`src/rtl/cpu_cfg.svh`:
```
`ifndef CPU_CFG_SVH
`define CPU_CFG_SVH

// Data and address width
`define CPU_WORD_SIZE 16

// Architectural register count
`define CPU_NUM_REGS 4

// Register address width
`define CPU_REG_ADDR_W $clog2(`CPU_NUM_REGS)

// First fetch address after reset
`define CPU_RESET_PC 0

`endif

```
`src/rtl/cpu_pkg.sv`:
```
`default_nettype none

package cpu_pkg;

    typedef enum logic [3:0] {
        OP_BNE   = 4'd0,
        OP_BEQ   = 4'd1,
        OP_ADI   = 4'd4,
        OP_LHI   = 4'd6,
        OP_LWD   = 4'd7,
        OP_SWD   = 4'd8,
        OP_JMP   = 4'd9,
        OP_RTYPE = 4'd15
    } opcode_e;

    typedef enum logic [5:0] {
        FN_ADD = 6'd0,
        FN_SUB = 6'd1,
        FN_AND = 6'd2,
        FN_ORR = 6'd3,
        FN_WWD = 6'd28,
        FN_HLT = 6'd29
    } funct_e;

    typedef enum logic [2:0] {
        ALU_ADD,
        ALU_SUB,
        ALU_AND,
        ALU_ORR,
        ALU_PASSB,
        ALU_EQ,
        ALU_NE
    } alu_op_e;

    typedef struct packed {
        opcode_e    opcode;
        logic [1:0] rs;
        logic [1:0] rt;
        logic [1:0] rd;
        funct_e     funct;
    } r_fmt_t;

    typedef struct packed {
        opcode_e    opcode;
        logic [1:0] rs;
        logic [1:0] rt;
        logic [7:0] imm;
    } i_fmt_t;

    // One instruction word, two field layouts
    typedef union packed {
        r_fmt_t r;
        i_fmt_t i;
    } instr_t;

    // All zero is a bubble
    typedef struct packed {
        alu_op_e alu_op;
        logic    alu_src_imm;
        logic    mem_read;
        logic    mem_write;
        logic    reg_write;
        logic    dest_is_rt;
        logic    is_branch;
        logic    is_jump;
        logic    wwd;
        logic    halt;
    } ctrl_t;

    // Operand forwarding selects
    localparam logic [1:0] FWD_REG = 2'd0;
    localparam logic [1:0] FWD_WB  = 2'd1;
    localparam logic [1:0] FWD_MEM = 2'd2;

endpackage

`default_nettype wire

```
`src/rtl/regfile_if.sv`:
```
`timescale 1ns/100ps
`default_nettype none

`include "cpu_cfg.svh"

interface regfile_if;

    logic [`CPU_REG_ADDR_W-1:0] rs_addr;
    logic [`CPU_REG_ADDR_W-1:0] rt_addr;
    logic [`CPU_WORD_SIZE-1:0]  rs_data;
    logic [`CPU_WORD_SIZE-1:0]  rt_data;
    logic                       wr_en;
    logic [`CPU_REG_ADDR_W-1:0] wr_addr;
    logic [`CPU_WORD_SIZE-1:0]  wr_data;

    modport pipe_side (
        output rs_addr, rt_addr, wr_en, wr_addr, wr_data,
        input  rs_data, rt_data
    );

    modport reg_side (
        input  rs_addr, rt_addr, wr_en, wr_addr, wr_data,
        output rs_data, rt_data
    );

endinterface

`default_nettype wire

```
`src/rtl/register_file.sv`:
```
`timescale 1ns/100ps
`default_nettype none

`include "cpu_cfg.svh"

module register_file (
    input logic         clk,
    input logic         reset_n,
    regfile_if.reg_side rf
);

    logic [`CPU_WORD_SIZE-1:0] regs [`CPU_NUM_REGS];

    always_ff @(posedge clk) begin
        if (reset_n) begin
            for (int i = 0; i < `CPU_NUM_REGS; i++) begin
                regs[i] <= '0;
            end
        end else if (rf.wr_en) begin
            regs[rf.wr_addr] <= rf.wr_data;
        end
    end

    // Write-first: a WB write is visible to ID in the same cycle
    assign rf.rs_data = (rf.wr_en && rf.wr_addr == rf.rs_addr) ? rf.wr_data
                                                               : regs[rf.rs_addr];
    assign rf.rt_data = (rf.wr_en && rf.wr_addr == rf.rt_addr) ? rf.wr_data
                                                               : regs[rf.rt_addr];

    a_wr_addr_known: assert property (
        @(posedge clk) disable iff (reset_n)
        rf.wr_en |-> !$isunknown(rf.wr_addr)
    ) else $error("register write with unknown address %b", rf.wr_addr);

endmodule

`default_nettype wire

```
`src/rtl/control_unit.sv`:
```
`timescale 1ns/100ps
`default_nettype none

`include "cpu_cfg.svh"

module control_unit (
    input  cpu_pkg::instr_t           instr,
    output cpu_pkg::ctrl_t            ctrl,
    output logic [`CPU_WORD_SIZE-1:0] imm_ext
);

    import cpu_pkg::*;

    always_comb begin
        ctrl    = '0;
        imm_ext = {{(`CPU_WORD_SIZE-8){instr.i.imm[7]}}, instr.i.imm};
        case (instr.i.opcode)
            OP_RTYPE: begin
                imm_ext = '0;
                case (instr.r.funct)
                    FN_ADD: ctrl.alu_op = ALU_ADD;
                    FN_SUB: ctrl.alu_op = ALU_SUB;
                    FN_AND: ctrl.alu_op = ALU_AND;
                    FN_ORR: ctrl.alu_op = ALU_ORR;
                    default: ;
                endcase
                ctrl.reg_write = (instr.r.funct inside {FN_ADD, FN_SUB, FN_AND, FN_ORR});
                // rs + 0 carries the port value down to WB
                ctrl.alu_src_imm = (instr.r.funct == FN_WWD);
                ctrl.wwd         = (instr.r.funct == FN_WWD);
                ctrl.halt        = (instr.r.funct == FN_HLT);
            end
            OP_ADI, OP_LWD: begin
                ctrl.alu_op      = ALU_ADD;
                ctrl.alu_src_imm = 1'b1;
                ctrl.reg_write   = 1'b1;
                ctrl.dest_is_rt  = 1'b1;
                ctrl.mem_read    = (instr.i.opcode == OP_LWD);
            end
            OP_LHI: begin
                imm_ext          = `CPU_WORD_SIZE'({instr.i.imm, 8'h00});
                ctrl.alu_op      = ALU_PASSB;
                ctrl.alu_src_imm = 1'b1;
                ctrl.reg_write   = 1'b1;
                ctrl.dest_is_rt  = 1'b1;
            end
            OP_SWD: begin
                ctrl.alu_op      = ALU_ADD;
                ctrl.alu_src_imm = 1'b1;
                ctrl.mem_write   = 1'b1;
            end
            OP_BEQ, OP_BNE: begin
                ctrl.alu_op    = (instr.i.opcode == OP_BEQ) ? ALU_EQ : ALU_NE;
                ctrl.is_branch = 1'b1;
            end
            OP_JMP: begin
                imm_ext      = `CPU_WORD_SIZE'({instr.i.rs, instr.i.rt, instr.i.imm});
                ctrl.is_jump = 1'b1;
            end
            default: ;
        endcase
    end

endmodule

`default_nettype wire

```
`src/rtl/hazard_forward.sv`:
```
`timescale 1ns/100ps
`default_nettype none

`include "cpu_cfg.svh"

module hazard_forward (
    input  cpu_pkg::instr_t            id_instr,
    input  logic                       ex_mem_read,
    input  logic [`CPU_REG_ADDR_W-1:0] ex_dest,
    input  logic [`CPU_REG_ADDR_W-1:0] ex_rs,
    input  logic [`CPU_REG_ADDR_W-1:0] ex_rt,
    input  logic                       mem_reg_write,
    input  logic [`CPU_REG_ADDR_W-1:0] mem_dest,
    input  logic                       wb_reg_write,
    input  logic [`CPU_REG_ADDR_W-1:0] wb_dest,
    output logic                       stall,
    output logic [1:0]                 fwd_a,
    output logic [1:0]                 fwd_b
);

    import cpu_pkg::*;

    // Load in EX feeding the instruction in ID
    assign stall = ex_mem_read && (ex_dest == id_instr.i.rs || ex_dest == id_instr.i.rt);

    // The younger result in MEM wins over WB
    always_comb begin
        fwd_a = FWD_REG;
        fwd_b = FWD_REG;
        if (mem_reg_write && mem_dest == ex_rs) begin
            fwd_a = FWD_MEM;
        end else if (wb_reg_write && wb_dest == ex_rs) begin
            fwd_a = FWD_WB;
        end
        if (mem_reg_write && mem_dest == ex_rt) begin
            fwd_b = FWD_MEM;
        end else if (wb_reg_write && wb_dest == ex_rt) begin
            fwd_b = FWD_WB;
        end
    end

endmodule

`default_nettype wire

```
`src/rtl/alu.sv`:
```
`timescale 1ns/100ps
`default_nettype none

`include "cpu_cfg.svh"

module alu (
    input  cpu_pkg::alu_op_e          op,
    input  logic [`CPU_WORD_SIZE-1:0] a,
    input  logic [`CPU_WORD_SIZE-1:0] b,
    output logic [`CPU_WORD_SIZE-1:0] result,
    output logic                      cond
);

    import cpu_pkg::*;

    always_comb begin
        result = '0;
        cond   = 1'b0;
        case (op)
            ALU_ADD:   result = a + b;
            ALU_SUB:   result = a - b;
            ALU_AND:   result = a & b;
            ALU_ORR:   result = a | b;
            ALU_PASSB: result = b;
            // Branch compares only drive cond
            ALU_EQ:    cond = (a == b);
            ALU_NE:    cond = (a != b);
            default:   ;
        endcase
    end

endmodule

`default_nettype wire

```
`src/rtl/cpu_pipeline.sv`:
```
`timescale 1ns/100ps
`default_nettype none

`include "cpu_cfg.svh"

module cpu_pipeline (
    input  logic                      clk,
    input  logic                      reset_n,
    regfile_if.pipe_side              rf,
    output logic                      read_m1,
    output logic [`CPU_WORD_SIZE-1:0] address1,
    input  logic [`CPU_WORD_SIZE-1:0] data1,
    output logic                      read_m2,
    output logic                      write_m2,
    output logic [`CPU_WORD_SIZE-1:0] address2,
    input  logic [`CPU_WORD_SIZE-1:0] rdata2,
    output logic [`CPU_WORD_SIZE-1:0] wdata2,
    output logic [`CPU_WORD_SIZE-1:0] num_inst,
    output logic [`CPU_WORD_SIZE-1:0] output_port,
    output logic                      is_halted
);

    import cpu_pkg::*;

    logic [`CPU_WORD_SIZE-1:0]  pc;
    logic                       halted_q;

    logic                       if_id_valid;
    instr_t                     if_id_instr;
    logic [`CPU_WORD_SIZE-1:0]  if_id_pc1;

    ctrl_t                      dec_ctrl;
    ctrl_t                      id_ctrl;
    logic [`CPU_WORD_SIZE-1:0]  id_imm;
    logic [`CPU_REG_ADDR_W-1:0] id_dest;
    logic                       stall;

    ctrl_t                      id_ex_ctrl;
    logic [`CPU_WORD_SIZE-1:0]  id_ex_pc1;
    logic [`CPU_WORD_SIZE-1:0]  id_ex_imm;
    logic [`CPU_WORD_SIZE-1:0]  id_ex_rs_data;
    logic [`CPU_WORD_SIZE-1:0]  id_ex_rt_data;
    logic [`CPU_REG_ADDR_W-1:0] id_ex_rs;
    logic [`CPU_REG_ADDR_W-1:0] id_ex_rt;
    logic [`CPU_REG_ADDR_W-1:0] id_ex_dest;

    logic [1:0]                 fwd_a;
    logic [1:0]                 fwd_b;
    logic [`CPU_WORD_SIZE-1:0]  ex_a;
    logic [`CPU_WORD_SIZE-1:0]  ex_b_reg;
    logic [`CPU_WORD_SIZE-1:0]  ex_b;
    logic [`CPU_WORD_SIZE-1:0]  ex_result;
    logic [`CPU_WORD_SIZE-1:0]  ex_target;
    logic                       ex_cond;
    logic                       ex_taken;

    ctrl_t                      ex_mem_ctrl;
    logic [`CPU_WORD_SIZE-1:0]  ex_mem_result;
    logic [`CPU_WORD_SIZE-1:0]  ex_mem_store;
    logic [`CPU_REG_ADDR_W-1:0] ex_mem_dest;

    ctrl_t                      mem_wb_ctrl;
    logic [`CPU_WORD_SIZE-1:0]  mem_wb_result;
    logic [`CPU_REG_ADDR_W-1:0] mem_wb_dest;

    //////////////////////////////////////////////////////////////////////
    // IF and ID

    assign read_m1  = !is_halted;
    assign address1 = pc;

    control_unit u_control (
        .instr   (if_id_instr),
        .ctrl    (dec_ctrl),
        .imm_ext (id_imm)
    );

    assign id_ctrl      = if_id_valid ? dec_ctrl : '0;
    assign id_dest      = id_ctrl.dest_is_rt ? if_id_instr.i.rt : if_id_instr.r.rd;
    assign rf.rs_addr   = if_id_instr.i.rs;
    assign rf.rt_addr   = if_id_instr.i.rt;

    hazard_forward u_hazard (
        .id_instr      (if_id_instr),
        .ex_mem_read   (id_ex_ctrl.mem_read),
        .ex_dest       (id_ex_dest),
        .ex_rs         (id_ex_rs),
        .ex_rt         (id_ex_rt),
        .mem_reg_write (ex_mem_ctrl.reg_write),
        .mem_dest      (ex_mem_dest),
        .wb_reg_write  (mem_wb_ctrl.reg_write),
        .wb_dest       (mem_wb_dest),
        .stall         (stall),
        .fwd_a         (fwd_a),
        .fwd_b         (fwd_b)
    );

    //////////////////////////////////////////////////////////////////////
    // EX

    always_comb begin
        case (fwd_a)
            FWD_MEM: ex_a = ex_mem_result;
            FWD_WB:  ex_a = mem_wb_result;
            default: ex_a = id_ex_rs_data;
        endcase
        case (fwd_b)
            FWD_MEM: ex_b_reg = ex_mem_result;
            FWD_WB:  ex_b_reg = mem_wb_result;
            default: ex_b_reg = id_ex_rt_data;
        endcase
    end

    assign ex_b = id_ex_ctrl.alu_src_imm ? id_ex_imm : ex_b_reg;

    alu u_alu (
        .op     (id_ex_ctrl.alu_op),
        .a      (ex_a),
        .b      (ex_b),
        .result (ex_result),
        .cond   (ex_cond)
    );

    // Static not-taken; a redirect squashes IF/ID and ID/EX
    assign ex_taken  = id_ex_ctrl.is_jump || (id_ex_ctrl.is_branch && ex_cond);
    assign ex_target = id_ex_ctrl.is_jump
                     ? {id_ex_pc1[`CPU_WORD_SIZE-1:12], id_ex_imm[11:0]}
                     : id_ex_pc1 + id_ex_imm;

    //////////////////////////////////////////////////////////////////////
    // MEM and WB

    assign read_m2  = ex_mem_ctrl.mem_read && !is_halted;
    assign write_m2 = ex_mem_ctrl.mem_write && !is_halted;
    assign address2 = ex_mem_result;
    assign wdata2   = ex_mem_store;

    assign rf.wr_en     = mem_wb_ctrl.reg_write;
    assign rf.wr_addr   = mem_wb_dest;
    assign rf.wr_data   = mem_wb_result;
    assign output_port  = mem_wb_ctrl.wwd ? mem_wb_result : '0;
    assign is_halted    = halted_q || mem_wb_ctrl.halt;

    always_ff @(posedge clk) begin
        if (reset_n) begin
            pc          <= `CPU_WORD_SIZE'(`CPU_RESET_PC);
            if_id_valid <= 1'b0;
            id_ex_ctrl  <= '0;
            ex_mem_ctrl <= '0;
            mem_wb_ctrl <= '0;
            halted_q    <= 1'b0;
            num_inst    <= '0;
        end else begin
            if (mem_wb_ctrl.halt) begin
                halted_q <= 1'b1;
            end
            // HLT itself is not counted
            if (mem_wb_ctrl != '0 && !mem_wb_ctrl.halt) begin
                num_inst <= num_inst + 1'b1;
            end
            if (is_halted) begin
                mem_wb_ctrl <= '0;
            end else begin
                mem_wb_ctrl <= ex_mem_ctrl;
                ex_mem_ctrl <= id_ex_ctrl;
                if (ex_taken) begin
                    pc          <= ex_target;
                    if_id_valid <= 1'b0;
                    id_ex_ctrl  <= '0;
                end else if (stall) begin
                    id_ex_ctrl  <= '0;
                end else begin
                    pc          <= pc + 1'b1;
                    if_id_valid <= 1'b1;
                    id_ex_ctrl  <= id_ctrl;
                end
            end
        end
    end

    // Datapath registers
    always_ff @(posedge clk) begin
        if (!is_halted) begin
            if (!stall) begin
                if_id_instr <= instr_t'(data1);
                if_id_pc1   <= pc + 1'b1;
            end
            id_ex_pc1     <= if_id_pc1;
            id_ex_imm     <= id_imm;
            id_ex_rs_data <= rf.rs_data;
            id_ex_rt_data <= rf.rt_data;
            id_ex_rs      <= if_id_instr.i.rs;
            id_ex_rt      <= if_id_instr.i.rt;
            id_ex_dest    <= id_dest;
            ex_mem_result <= ex_result;
            ex_mem_store  <= ex_b_reg;
            ex_mem_dest   <= id_ex_dest;
            mem_wb_result <= ex_mem_ctrl.mem_read ? rdata2 : ex_mem_result;
            mem_wb_dest   <= ex_mem_dest;
        end
    end

    a_mem_rw_exclusive: assert property (
        @(posedge clk) disable iff (reset_n)
        !(read_m2 && write_m2)
    ) else $error("data port read and write asserted together");

    // Halt is sticky, the PC freezes and no store follows
    a_no_write_halted: assert property (
        @(posedge clk) disable iff (reset_n)
        is_halted |=> is_halted && !write_m2 && $stable(pc)
    ) else $error("core left halt, moved its PC or wrote memory while halted");

endmodule

`default_nettype wire

```
`src/rtl/cpu.sv`:
```
`timescale 1ns/100ps
`default_nettype none

`include "cpu_cfg.svh"

module cpu (
    input  logic                      clk,
    input  logic                      reset_n,
    output logic                      read_m1,
    output logic [`CPU_WORD_SIZE-1:0] address1,
    input  logic [`CPU_WORD_SIZE-1:0] data1,
    output logic                      read_m2,
    output logic                      write_m2,
    output logic [`CPU_WORD_SIZE-1:0] address2,
    input  logic [`CPU_WORD_SIZE-1:0] rdata2,
    output logic [`CPU_WORD_SIZE-1:0] wdata2,
    output logic [`CPU_WORD_SIZE-1:0] num_inst,
    output logic [`CPU_WORD_SIZE-1:0] output_port,
    output logic                      is_halted
);

    regfile_if rf_bus ();

    cpu_pipeline u_pipeline (
        .clk         (clk),
        .reset_n     (reset_n),
        .rf          (rf_bus.pipe_side),
        .read_m1     (read_m1),
        .address1    (address1),
        .data1       (data1),
        .read_m2     (read_m2),
        .write_m2    (write_m2),
        .address2    (address2),
        .rdata2      (rdata2),
        .wdata2      (wdata2),
        .num_inst    (num_inst),
        .output_port (output_port),
        .is_halted   (is_halted)
    );

    register_file u_regfile (
        .clk     (clk),
        .reset_n (reset_n),
        .rf      (rf_bus.reg_side)
    );

endmodule

`default_nettype wire

```
`config.mk`:
```
export PLATFORM = sky130hd
export DESIGN_NAME = cpu
export DESIGN_NICKNAME = d
export VERILOG_FILES = /design/src/rtl/cpu_pkg.sv /design/src/rtl/regfile_if.sv /design/src/rtl/register_file.sv /design/src/rtl/control_unit.sv /design/src/rtl/hazard_forward.sv /design/src/rtl/alu.sv /design/src/rtl/cpu_pipeline.sv /design/src/rtl/cpu.sv
export VERILOG_INCLUDE_DIRS = /design/src /design/src/rtl
export SDC_FILE = /design/constraint.sdc
export NUM_CORES = 1
export LEC_CHECK = 0
export BUFFER_PORTS_ARGS = -buffer_cell sky130_fd_sc_hd__buf_2
export CELL_PAD_IN_SITES_DETAIL_PLACEMENT = 0
export CELL_PAD_IN_SITES_GLOBAL_PLACEMENT = 2
export CORE_ASPECT_RATIO = 1.1
export CORE_MARGIN = 2
export CORE_UTILIZATION = 40
export CTS_BUF_LIST = sky130_fd_sc_hd__clkbuf_4 sky130_fd_sc_hd__clkbuf_8
export DETAILED_ROUTE_END_ITERATION = 10
export GPL_ROUTABILITY_DRIVEN = 0
export PLACE_DENSITY_LB_ADDON = 0.1
export SLEW_MARGIN = 20
export SYNTH_ARGS = -nofsm -noshare
export SYNTH_HDL_FRONTEND = slang
export SYNTH_SLANG_ARGS = --single-unit
export TNS_END_PERCENT = 5
```
`constraint.sdc`:
```
create_clock -name clk -period 12.2 [get_ports clk]
set_input_delay 0.61 -clock clk [delete_from_list [all_inputs] [get_ports clk]]
set_output_delay 0.61 -clock clk [all_outputs]
set_load 0.01 [all_outputs]
```
Yosys cells after proc, flatten, opt, wreduce, memory -nomap -nowiden:

Memories as Yosys holds them, arrays and structs flattened. A register that Yosys moved wholly into a read port is not among the register bits.
Index checks and enable logic that the tools add are counted.

* $add $sub $neg: 5
* equality and inequality tests: 33
* mux-type cells: 44
* reduce and logical (&&, ||, !) cells: 29
* bitwise operators: 4

Operator list (number)
* $mux W16: 9
* $pmux W16 S5: 1
* $pmux W16 S2: 2
* $pmux W16 S3: 1
* $mux W12: 3
* $add A16 B1 Y16 const B: 2
* $add A16 B16 Y16: 2
* $and A16 B16 Y16: 1
* $eq A16 B16 Y1: 1
* $eq A2 B2 Y1: 8
* $mux W2: 8
* $ne A16 B16 Y1: 1
* $or A16 B16 Y16: 1
* $reduce_or A16 Y1: 1
* $sub A16 B16 Y16: 1
* $mux W1: 15
* $eq A4 B3 Y1 const B: 3
* $eq A4 B4 Y1 const B: 3
* $eq A6 B2 Y1 const B: 2
* $eq A6 B5 Y1 const B: 2
* $reduce_bool A12 Y1: 1
* $logic_and A1 B1 Y1: 11
* $eq A3 B3 Y1 const B: 3
* $pmux W3 S3: 1
* other kinds (20): 32

* RAM bits: 64
* register bits: 224
* input bits: 34
* output and inout bits: 84
* memories: 1

Memory list
* u_regfile.regs: depth 4, bits a word 16, read ports 2, clocked after Yosys merged registers in 2, write ports 4, line register_file.sv:12 `` logic [`CPU_WORD_SIZE-1:0] regs [`CPU_NUM_REGS]; ``

Logic depth before layout (Yosys ltp):

Gate-level depths: netlist of the first run.

* depth in word-level cells: 13
* depth in mapped cells: 19
* depth with buffers taken out: 15

By module:

Synthesis of the first run repeated with hierarchy kept, for this count alone.

* cells, all modules: 1429
* area, all modules: 16480.8 um2

By module, submodules not included
* cpu_pipeline: area an instance 9786.9 um2, instances 1, cells an instance 797, seq. area each 6025.8 um2
* register_file: area an instance 3842.4 um2, instances 1, cells an instance 221, seq. area each 1921.8 um2
* alu: area an instance 2357.3 um2, instances 1, cells an instance 339, seq. area each 0.0 um2
* control_unit: area an instance 341.6 um2, instances 1, cells an instance 52, seq. area each 0.0 um2
* hazard_forward: area an instance 152.6 um2, instances 1, cells an instance 20, seq. area each 0.0 um2

Worst setup path after synthesis of the first run:

Ideal clock, no wire load.

* path type: register to output
* from: reg u_pipeline.halted_q
* to: out read_m2
* stages on the path, launching flop included: 6
* data arrival time: 4.937 ns
* path slack: 6.653 ns
* required time: 11.590 ns
* buffers on the path: 2
* cell sequence: dfxtp_1 -> or2_2 -> clkbuf_1 -> clkinv_1 -> buf_1 -> and2_1

* cells in the longest elaborated chain, start to end: 3

Ends and longest elaborated chain
* start: declaration: line cpu_pipeline.sv:26 `logic halted_q;`
* start signal: assignment: line cpu_pipeline.sv:151 `halted_q <= 1'b0;`
* start signal: assignment: line cpu_pipeline.sv:155 `halted_q <= 1'b1;`
* $logic_or A1 B1 Y1: line cpu_pipeline.sv:142 `assign is_halted = halted_q || mem_wb_ctrl.halt;`
* $logic_not A1 Y1
* named net read_m1: line cpu.sv:9 `output logic read_m1,`
* $logic_and A1 B1 Y1: line cpu_pipeline.sv:133 `assign read_m2 = ex_mem_ctrl.mem_read && !is_halted;`
* end: declaration: line cpu.sv:12 `output logic read_m2,`

The timed path passes the listed nets, and every way through them passes these cells.

Worst setup path after layout of the first run:

* from: reg u_pipeline.mem_wb_dest[0] (netlist: u_pipeline.rf.wr_addr[0])
* to: reg u_pipeline.id_ex_ctrl[11] (netlist bit)

* cells in the longest elaborated chain, start to end: 12
* elaborated cells between the ends (all ways): 21
* those cells by class: eq/ne: 8; mux: 9; reduce/logical: 4

Ends and longest elaborated chain
* start: declaration: line cpu_pipeline.sv:64 `` logic [`CPU_REG_ADDR_W-1:0] mem_wb_dest; ``
* start signal: assignment: line cpu_pipeline.sv:199 `mem_wb_dest <= ex_mem_dest;`
* $eq A2 B2 Y1 (*): line hazard_forward.sv:37 `end else if (wb_reg_write && wb_dest == ex_rt) begin`
* $logic_and A1 B1 Y1 (*): line hazard_forward.sv:37
* $mux W1 (*): line hazard_forward.sv:37
* $mux W2 (*): line hazard_forward.sv:35 `if (mem_reg_write && mem_dest == ex_rt) begin`
* $eq A2 B1 Y1 / $eq A2 B2 Y1 (equally long branches): line cpu_pipeline.sv:107 `case (fwd_b)`
* $pmux W16 S2 (*): line cpu_pipeline.sv:107
* named net u_pipeline.ex_b_reg[5]: line cpu_pipeline.sv:50 `` logic [`CPU_WORD_SIZE-1:0] ex_b_reg; ``
* $mux W16 (*): line cpu_pipeline.sv:114 `assign ex_b = id_ex_ctrl.alu_src_imm ? id_ex_imm : ex_b_reg;`
* $ne A16 B16 Y1 / $eq A16 B16 Y1 (equally long branches): line alu.sv:27, alu.sv:26
* $pmux W1 S2 (*): line alu.sv:19 `case (op)`
* $logic_and A1 B1 Y1 (*): line cpu_pipeline.sv:125 `assign ex_taken = id_ex_ctrl.is_jump || (id_ex_ctrl.is_branch && ex_cond);`
* $logic_or A1 B1 Y1 (*): line cpu_pipeline.sv:125
* $mux W12 (*): line cpu_pipeline.sv:166 `if (ex_taken) begin`
* end signal: assignment: line cpu_pipeline.sv:175 `id_ex_ctrl <= id_ctrl;`
* end: declaration: line cpu_pipeline.sv:38 `ctrl_t id_ex_ctrl;`

Mark *: on every way through the listed nets, which the timed path passes. The rest lies on a longest branch.
A chain may end at the register's enable or synchronous reset.

==> results of run 1 <==
==> logic make-up (layout without fill, tap and decap cells) <==
group | Yosys count | count (layout) | synth area share
fa+ha+maj | 68 | 68 | 0.0539
compound gates | 268 | 268 | 0.110
simple gates | 490 | 490 | 0.156
buf+inv | 146 | 300 | 0.0362
mux | 137 | 137 | 0.115
flops | 292 | 292 | 0.496
xor+xnor | 62 | 62 | 0.0335
==> per-layer routing <==
| layer | vias up | global-route usage |
|---|---|---|
| li1 | 5601 | - |
| met1 | 5866 | 0.299 |
| met2 | 352 | 0.417 |
| met3 | 96 | 0.0454 |
| met4 | 0 | 0.0881 |
| met5 | - | 0 |
==> cell usage in the layout, fill, tap and decap left out, types with 19 or more instances in the layout <==
master    instances
edfxtp_1        218
buf_2           117
nor2_1          113
and2_1          106
nand2_1         103
a21oi_1          84
dfxtp_1          74
inv_1            71
ha_1             65
mux2_2           57
clkbuf_8         55
mux2i_1          47
o21ai_0          42
xnor2_1          37
mux4_2           33
nor3_1           29
nand3_1          28
xor2_1           25
a31oi_1          22
clkbuf_4         20
or3_1            19
==> worst register-to-register path, delay by kind of cell, from the launching register on <==
| kind | cells | cell delay [ps] |
|---|---|---|
| flops | 1 | 530 |
| fa+ha+maj | 1 | 410 |
| mux | 1 | 440 |
| compound gates | 4 | 1020 |
| xor+xnor | 1 | 290 |
| simple gates | 7 | 3220 |
==> power groups by stage <==
stage | logic [mW] | clock network [mW] | registers [mW]
4_1_cts | 0.388 | 0.927 | 1.31
2_1_floorplan | 0.265 | 0 | 1.25
5_1_grt | 0.426 | 0.970 | 1.32
3_3_place_gp | 0.385 | 0 | 1.33
3_5_place_dp | 0.385 | 0 | 1.34
6_report | 0.388 | 0.900 | 1.31
==> layout make-up <==
type / count / area (um2) / area share
multi-input combinational: 1025 / 7580 / 0.416
clock buffer: 75 / 907 / 0.0497
timing repair buffer: 133 / 706 / 0.0387
clock inverter: 19 / 96.3 / 0.00528
inverter: 73 / 279 / 0.0153
sequential: 292 / 8030 / 0.440
tap: 513 / 642 / 0.0352
==> state kept, by name, indices dropped and copies added, names as in the netlist, 2 cells and up, named ones only <==
signal                    flops
u_pipeline.id_ex_rt_data     16
u_pipeline.rf.wr_data        16
u_pipeline.if_id_pc1         16
u_pipeline.id_ex_imm         16
u_pipeline.ex_mem_ctrl       12
u_pipeline.id_ex_dest         2
u_pipeline.id_ex_rs           2
u_pipeline.ex_mem_dest        2
u_pipeline.id_ex_rt           2
u_pipeline.address1          16
u_pipeline.rf.wr_addr         2
u_pipeline.if_id_instr       16
u_pipeline.mem_wb_ctrl       11
u_pipeline.id_ex_rs_data     16
u_pipeline.id_ex_ctrl        12
u_pipeline.num_inst          16
u_pipeline.id_ex_pc1         16
u_pipeline.address2          16
u_pipeline.wdata2            16
u_regfile.regs               64
==> cell usage after synthesis (7+ instances only) <==
master / instances
xnor2_1: 37
buf_1: 8
mux2_2: 57
o22ai_1: 8
nand4_1: 16
or3_1: 19
nor2b_1: 12
ha_1: 65
and2_1: 106
a31oi_1: 22
or2_2: 7
a21oi_1: 84
nor2_1: 113
nand2b_1: 10
o21ai_0: 42
a21o_1: 12
edfxtp_1: 218
nor3_1: 29
inv_1: 71
nand3_1: 28
mux2i_1: 47
a221o_1: 10
o31ai_1: 8
nand2_1: 103
clkbuf_1: 60
mux4_2: 33
dfxtp_1: 74
and3_1: 11
xor2_1: 25
nor4_1: 7
o211ai_1: 8
==> stage by stage <==
stage	setup slack (ps)	cells	cell area [um2]	total power [mW]	hold slack, ps
floorplan	6650	1463	16200	1.52	400
global placement	6360	2036	17200	1.72	400
detailed placement	6250	2036	17200	1.72	405
CTS	6200	2130	18200	2.63	116
global route	5590	2130	18200	2.72	124
finish	6200	2130	18200	2.60	168
==> worst max-delay path by stage <==
stage,endpoint,slack (ps),cells past startpoint
after floorplan,read_m2,6650,5
after global placement,u_pipeline.id_ex_ctrl[11]$_SDFFE_PP0P_,6360,14
after detailed placement,u_pipeline.id_ex_ctrl[11]$_SDFFE_PP0P_,6250,14
after CTS,u_pipeline.id_ex_ctrl[11]$_SDFFE_PP0P_,6200,14
after global routing,u_pipeline.id_ex_ctrl[11]$_SDFFE_PP0P_,5590,14
final,u_pipeline.id_ex_ctrl[11]$_SDFFE_PP0P_,6200,14
==> qor.yml, run 1 <==
rsz0062_at_grt: "false"
ctsHoldBuffers: 0
io-pin-count: 118
port_buffers: 117
n_antenna_cell: 0
dieArea_um2: 42100
synth_cells: 1463
fin_tns_setup_ps: 0
clock_skew_ps: 33.5
p_sw_frac: 0.302
drt-met1-wl_um: 21100
cts-buffers-inserted: 50
clockPowerShare: 0.346
cpMostUsedCell: "or4_4"
clock-sinks: 292
worst_pin_slew_ps: 1090
h-tree-depth: 2
worstHoldStart: "data1[3]"
num_vias: 11900
core_um2: 40100
clk_path_buf_depth: 3
grt.total_usage: 0.241
fill_cells: 3829
met2_length_um: 24900
die_width_um: 196
synth.largest_area_cell: "edfxtp_1"
hpwl_um: 35600
grt_first_pass_wirelength_um: 75900
drive_gt1_frac: 0.205
antenna_left: 0
met3_wirelength_um: 2790
die_height_um: 215
min_period_over_period: 0.492
drtIter0Drc: 870
syn_area_um2: 16200
status: "completed"
final_core_util: 0.455
areaGrowthSynthToFinish_pct: 12.6
fmax_mhz: 167
ys_warn_count: 0
ys_ff_latch: 292
clk_latency_ps: 640
cp-start-kind: "register"
drt-total-wl_um: 50500
finalSetupViolCount: 0
overflow: 0
synth_cell_types: 75
timing.final.crit_period_ps: 6000
cts-root-buf: "clkbuf_8"
leakagePower_nw: 7.56
peakVddDrop_uv: 83.5
p_switching_mw: 0.785
slowest_stage: "nand3_1"
post_cts_buffers: 0
path_clk_slew_ps: 60
syn_area_per_cell_um2: 11.1
syn-num-nets: 1565
synth_edf_count: 218
yosysSeqAreaShare: 0.496
cp_slowest_stage_delay_ps: 790
pwr-share-comb: 0.149
synthArstFlopShare: 0
maxSlewViolCount: 0
r2r_slack_ps: 6200
worstPathArrival_ps: 6540
power_density_nw_per_um2: 143
crit_required_ps: 12730
hold_class: "input pin to register"
synth.area.top_cells: "edfxtp_1 (40%), dfxtp_1 (9.1%), ha_1 (5.0%), mux4_2 (4.6%), and2_1 (4.1%)"
critPathBufInv: 0
grt_max_degree: 57
nNetsFinal: 1677
synthFlopType: "edfxtp_1"
slew_headroom: 0.274
crit_path_end_kind: "register"
cp_top_family: "simple AND/OR/NAND/NOR gates"
worstHoldEndpoint: "u_pipeline.if_id_instr[3]$_DFFE_PP_"
top_layer: "met4"
hold_viol: 0
maxCapViolCount: 0
r2r_start: "u_pipeline.rf.wr_addr[0]$_DFFE_PP_"
cts_tree: "done"
path_max_fanout: 15
reg2regPathDepth: 14
synth_top_area_frac: 0.404
worstSetupStartpoint: "u_pipeline.rf.wr_addr[0]$_DFFE_PP_"
cp_cell_sequence: "xnor2_1, nand3_1, mux2i_1, a21oi_1, nor2b_1, a21o_1, ha_1, or4_4, or4_4, o31ai_4, nand2_2, nor4_1, nand2_1, o31ai_1"
drt-pass1-iter-count: 5
seq_power_share: 0.505
worstHoldPathCells: 1
path_class: "register to register"
drc: 0
row_count: 77
start_util: 0.404
grt_antenna_before_repair: 1
avgViaCountPerCell: 5.59
cts_resized: 0
wl_per_cell_um: 23.7
r2r_end: "u_pipeline.id_ex_ctrl[11]$_SDFFE_PP0P_"
intPower_mw: 1.82
grt_pass1_vias: 12100
Note: power is estimated with default switching activity, not from simulation.
==> inputs of run 2 (changes only) <==
CORE_UTILIZATION = 38   (was 40)
clock period = 5.4 ns   (was 12.2 ns; I/O delays follow)
==> qor.yml, run 2 (same netlist as run 1, synthesis figures left out) <==
io-pin-count: 118  # unchanged
die_height_um: 221  # +2.5%
wl_per_cell_um: 22.9  # -3.4%
areaGrowthSynthToFinish_pct: 16.7
crit_required_ps: 5870  # -6860 ps
clockPowerShare: 0.366  # +0.020
layout_common_cells: "edfxtp_1 (218), buf_2 (117), nor2_1 (113), and2_1 (106), nand2_1 (103)"
overflow: 0  # unchanged
avgViaCountPerCell: 5.38  # -3.8%
path_class: "register to register"
timing.final.crit_period_ps: 4980  # -1030 ps
core_um2: 42200  # +5.3%
leakagePower_nw: 7.85  # +3.8%
maxSlewViolCount: 0  # unchanged
clock_skew_ps: 28.9  # -4.62 ps
cts_tree: "done"
drt-total-wl_um: 51200  # +1.5%
n_antenna_cell: 0  # unchanged
final_common_cell: "edfxtp_1"
multi_input_area_um2: 7590  # +0.12%
path_clk_slew_ps: 60  # about the same
drtIter0Drc: 779  # -10%
drt-pass1-iter-count: 5  # unchanged
hold_class: "input pin to register"
maxCapViolCount: 0  # unchanged
cts-root-buf: "clkbuf_8"
regMostFlops: "u_regfile.regs"
status: "completed"
fill_cells: 4068  # +6.2%
grt_first_pass_wirelength_um: 76700  # +0.97%
grt_antenna_before_repair: 1  # unchanged
regArea_um2: 8030  # unchanged
min_period_over_period: 0.921  # +0.429
fmax_mhz: 201  # +21%
crit_path_end_kind: "register"
largest_reg_flops: 64  # unchanged
rsz0062_at_grt: "false"
grt.total_usage: 0.232  # -0.00879
antenna_left: 0  # unchanged
hpwl_um: 36600  # +2.9%
pwr-share-comb: 0.153  # +0.004
worst_pin_slew_ps: 1040  # -45.2 ps
grt_max_degree: 73  # +28%
drive_gt1_frac: 0.213  # +0.00773
start_util: 0.384  # -0.0204
hold_viol: 0  # unchanged
grt_pass1_vias: 12100  # +0.12%
seq_power_share: 0.482  # -0.023
post_cts_buffers: 0  # unchanged
worstPathArrival_ps: 5450  # -1090 ps
h-tree-depth: 2  # unchanged
holdWs_ps: 204  # +36.5 ps
die_width_um: 201  # +2.5%
num_vias: 12000  # +1.1%
dieArea_um2: 44300  # +5.2%
power_density_nw_per_um2: 325  # +130%
slew_headroom: 0.301  # +0.0268
peakVddDrop_uv: 187  # +120%
path_max_fanout: 17  # +2
p_switching_mw: 1.82  # +130%
clk_latency_ps: 640  # about the same
cts-buffers-inserted: 53  # +6.0%
fin_tns_setup_ps: 0  # unchanged
port_buffers: 117  # unchanged
intPower_mw: 4.31  # +140%
clk_path_buf_depth: 3  # unchanged
drc: 0  # unchanged
row_count: 79  # +2.6%
nNetsFinal: 1730  # +3.2%
cp-start-kind: "register"
p_sw_frac: 0.297  # -0.00444
finalSetupViolCount: 0  # unchanged
clock-sinks: 292  # unchanged
## run 2: cell types whose count changed in the layout (fill, tap and decap cells not counted), sizes merged
cell	delta
dlygate4sd3	+32
buf	+18
clkbuf	+3
bufinv	+2
clkinvlp	-2
inv	+1
## run 2: worst max-delay path, stage by stage, from the launching register on
cell,delay (ps)
edfxtp_1,420
xnor2_1,290
nand3_1,180
buf_4,250
mux2i_1,200
a21oi_1,110
mux2_2,290
ha_1,400
or4_4,580
or4_4,530
or4_4,640
a41o_4,410
a211o_1,290
a21oi_1,150
a2111oi_2,70
## run 2: power groups by stage
stage               clock (mW)  sequential, mW  combinational (mW)
floorplan                    0            2.83               0.598
global placement             0            3.00               0.916
detailed placement           0            3.00               0.913
CTS                       2.31            2.96               0.937
global route              2.41            2.98                1.03
finish                    2.24            2.96               0.937
## run 2: worst paths after layout
kind	cells past startpoint	endpoint	slack (ps)	from
max	14	u_pipeline.address1[10]$_SDFFE_PP0P_	420	u_pipeline.id_ex_rt[1]$_DFFE_PP_
min	2	u_pipeline.address1[5]$_SDFFE_PP0P_	200	reset_n
max reg2reg	14	u_pipeline.address1[10]$_SDFFE_PP0P_	420	u_pipeline.id_ex_rt[1]$_DFFE_PP_
min reg2reg	0	u_pipeline.id_ex_pc1[3]$_DFFE_PP_	420	u_pipeline.if_id_pc1[3]$_DFFE_PP_
## run 2: final cells by class
cell class	count	area share
clock inverters	20	0.00814
inverters	73	0.0148
flip-flops and latches	292	0.425
multi-input cells	1025	0.402
well taps	567	0.0375
repair buffers	183	0.0614
clock buffers	78	0.0515
## run 2: per-stage QoR
| step | util | total power, mW | cells | cell area, um2 | setup WS, ps |
|---|---|---|---|---|---|
| 3_5_place_dp | 0.413 | 3.92 | 2108 | 17400 | 349 |
| 2_1_floorplan | - | 3.43 | 1463 | 16200 | 193 |
| 4_1_cts | 0.447 | 6.20 | 2238 | 18900 | 284 |
| 3_3_place_gp | 0.413 | 3.92 | 2108 | 17400 | 432 |
| 6_report | 0.448 | 6.13 | 2238 | 18900 | 424 |
| 5_1_grt | 0.448 | 6.41 | 2238 | 18900 | 92.5 |
## run 2: metal layers
metal | share of wire | vias to the layer above | track usage
met1 | 0.44 | 5961 | 0.296
met5 | 0 | - | 0
met2 | 0.49 | 291 | 0.411
met3 | 0.041 | 66 | 0.0342
met4 | 0.027 | 0 | 0.0689
li1 | - | 5723 | -
## run 2: repair_timing
action | in CTS | in global routing
resized for setup | 0 | 2
hold buffers | 32 | 0
endpoints found under the hold margin | 36 | 0
endpoints found under the setup margin | 0 | 3
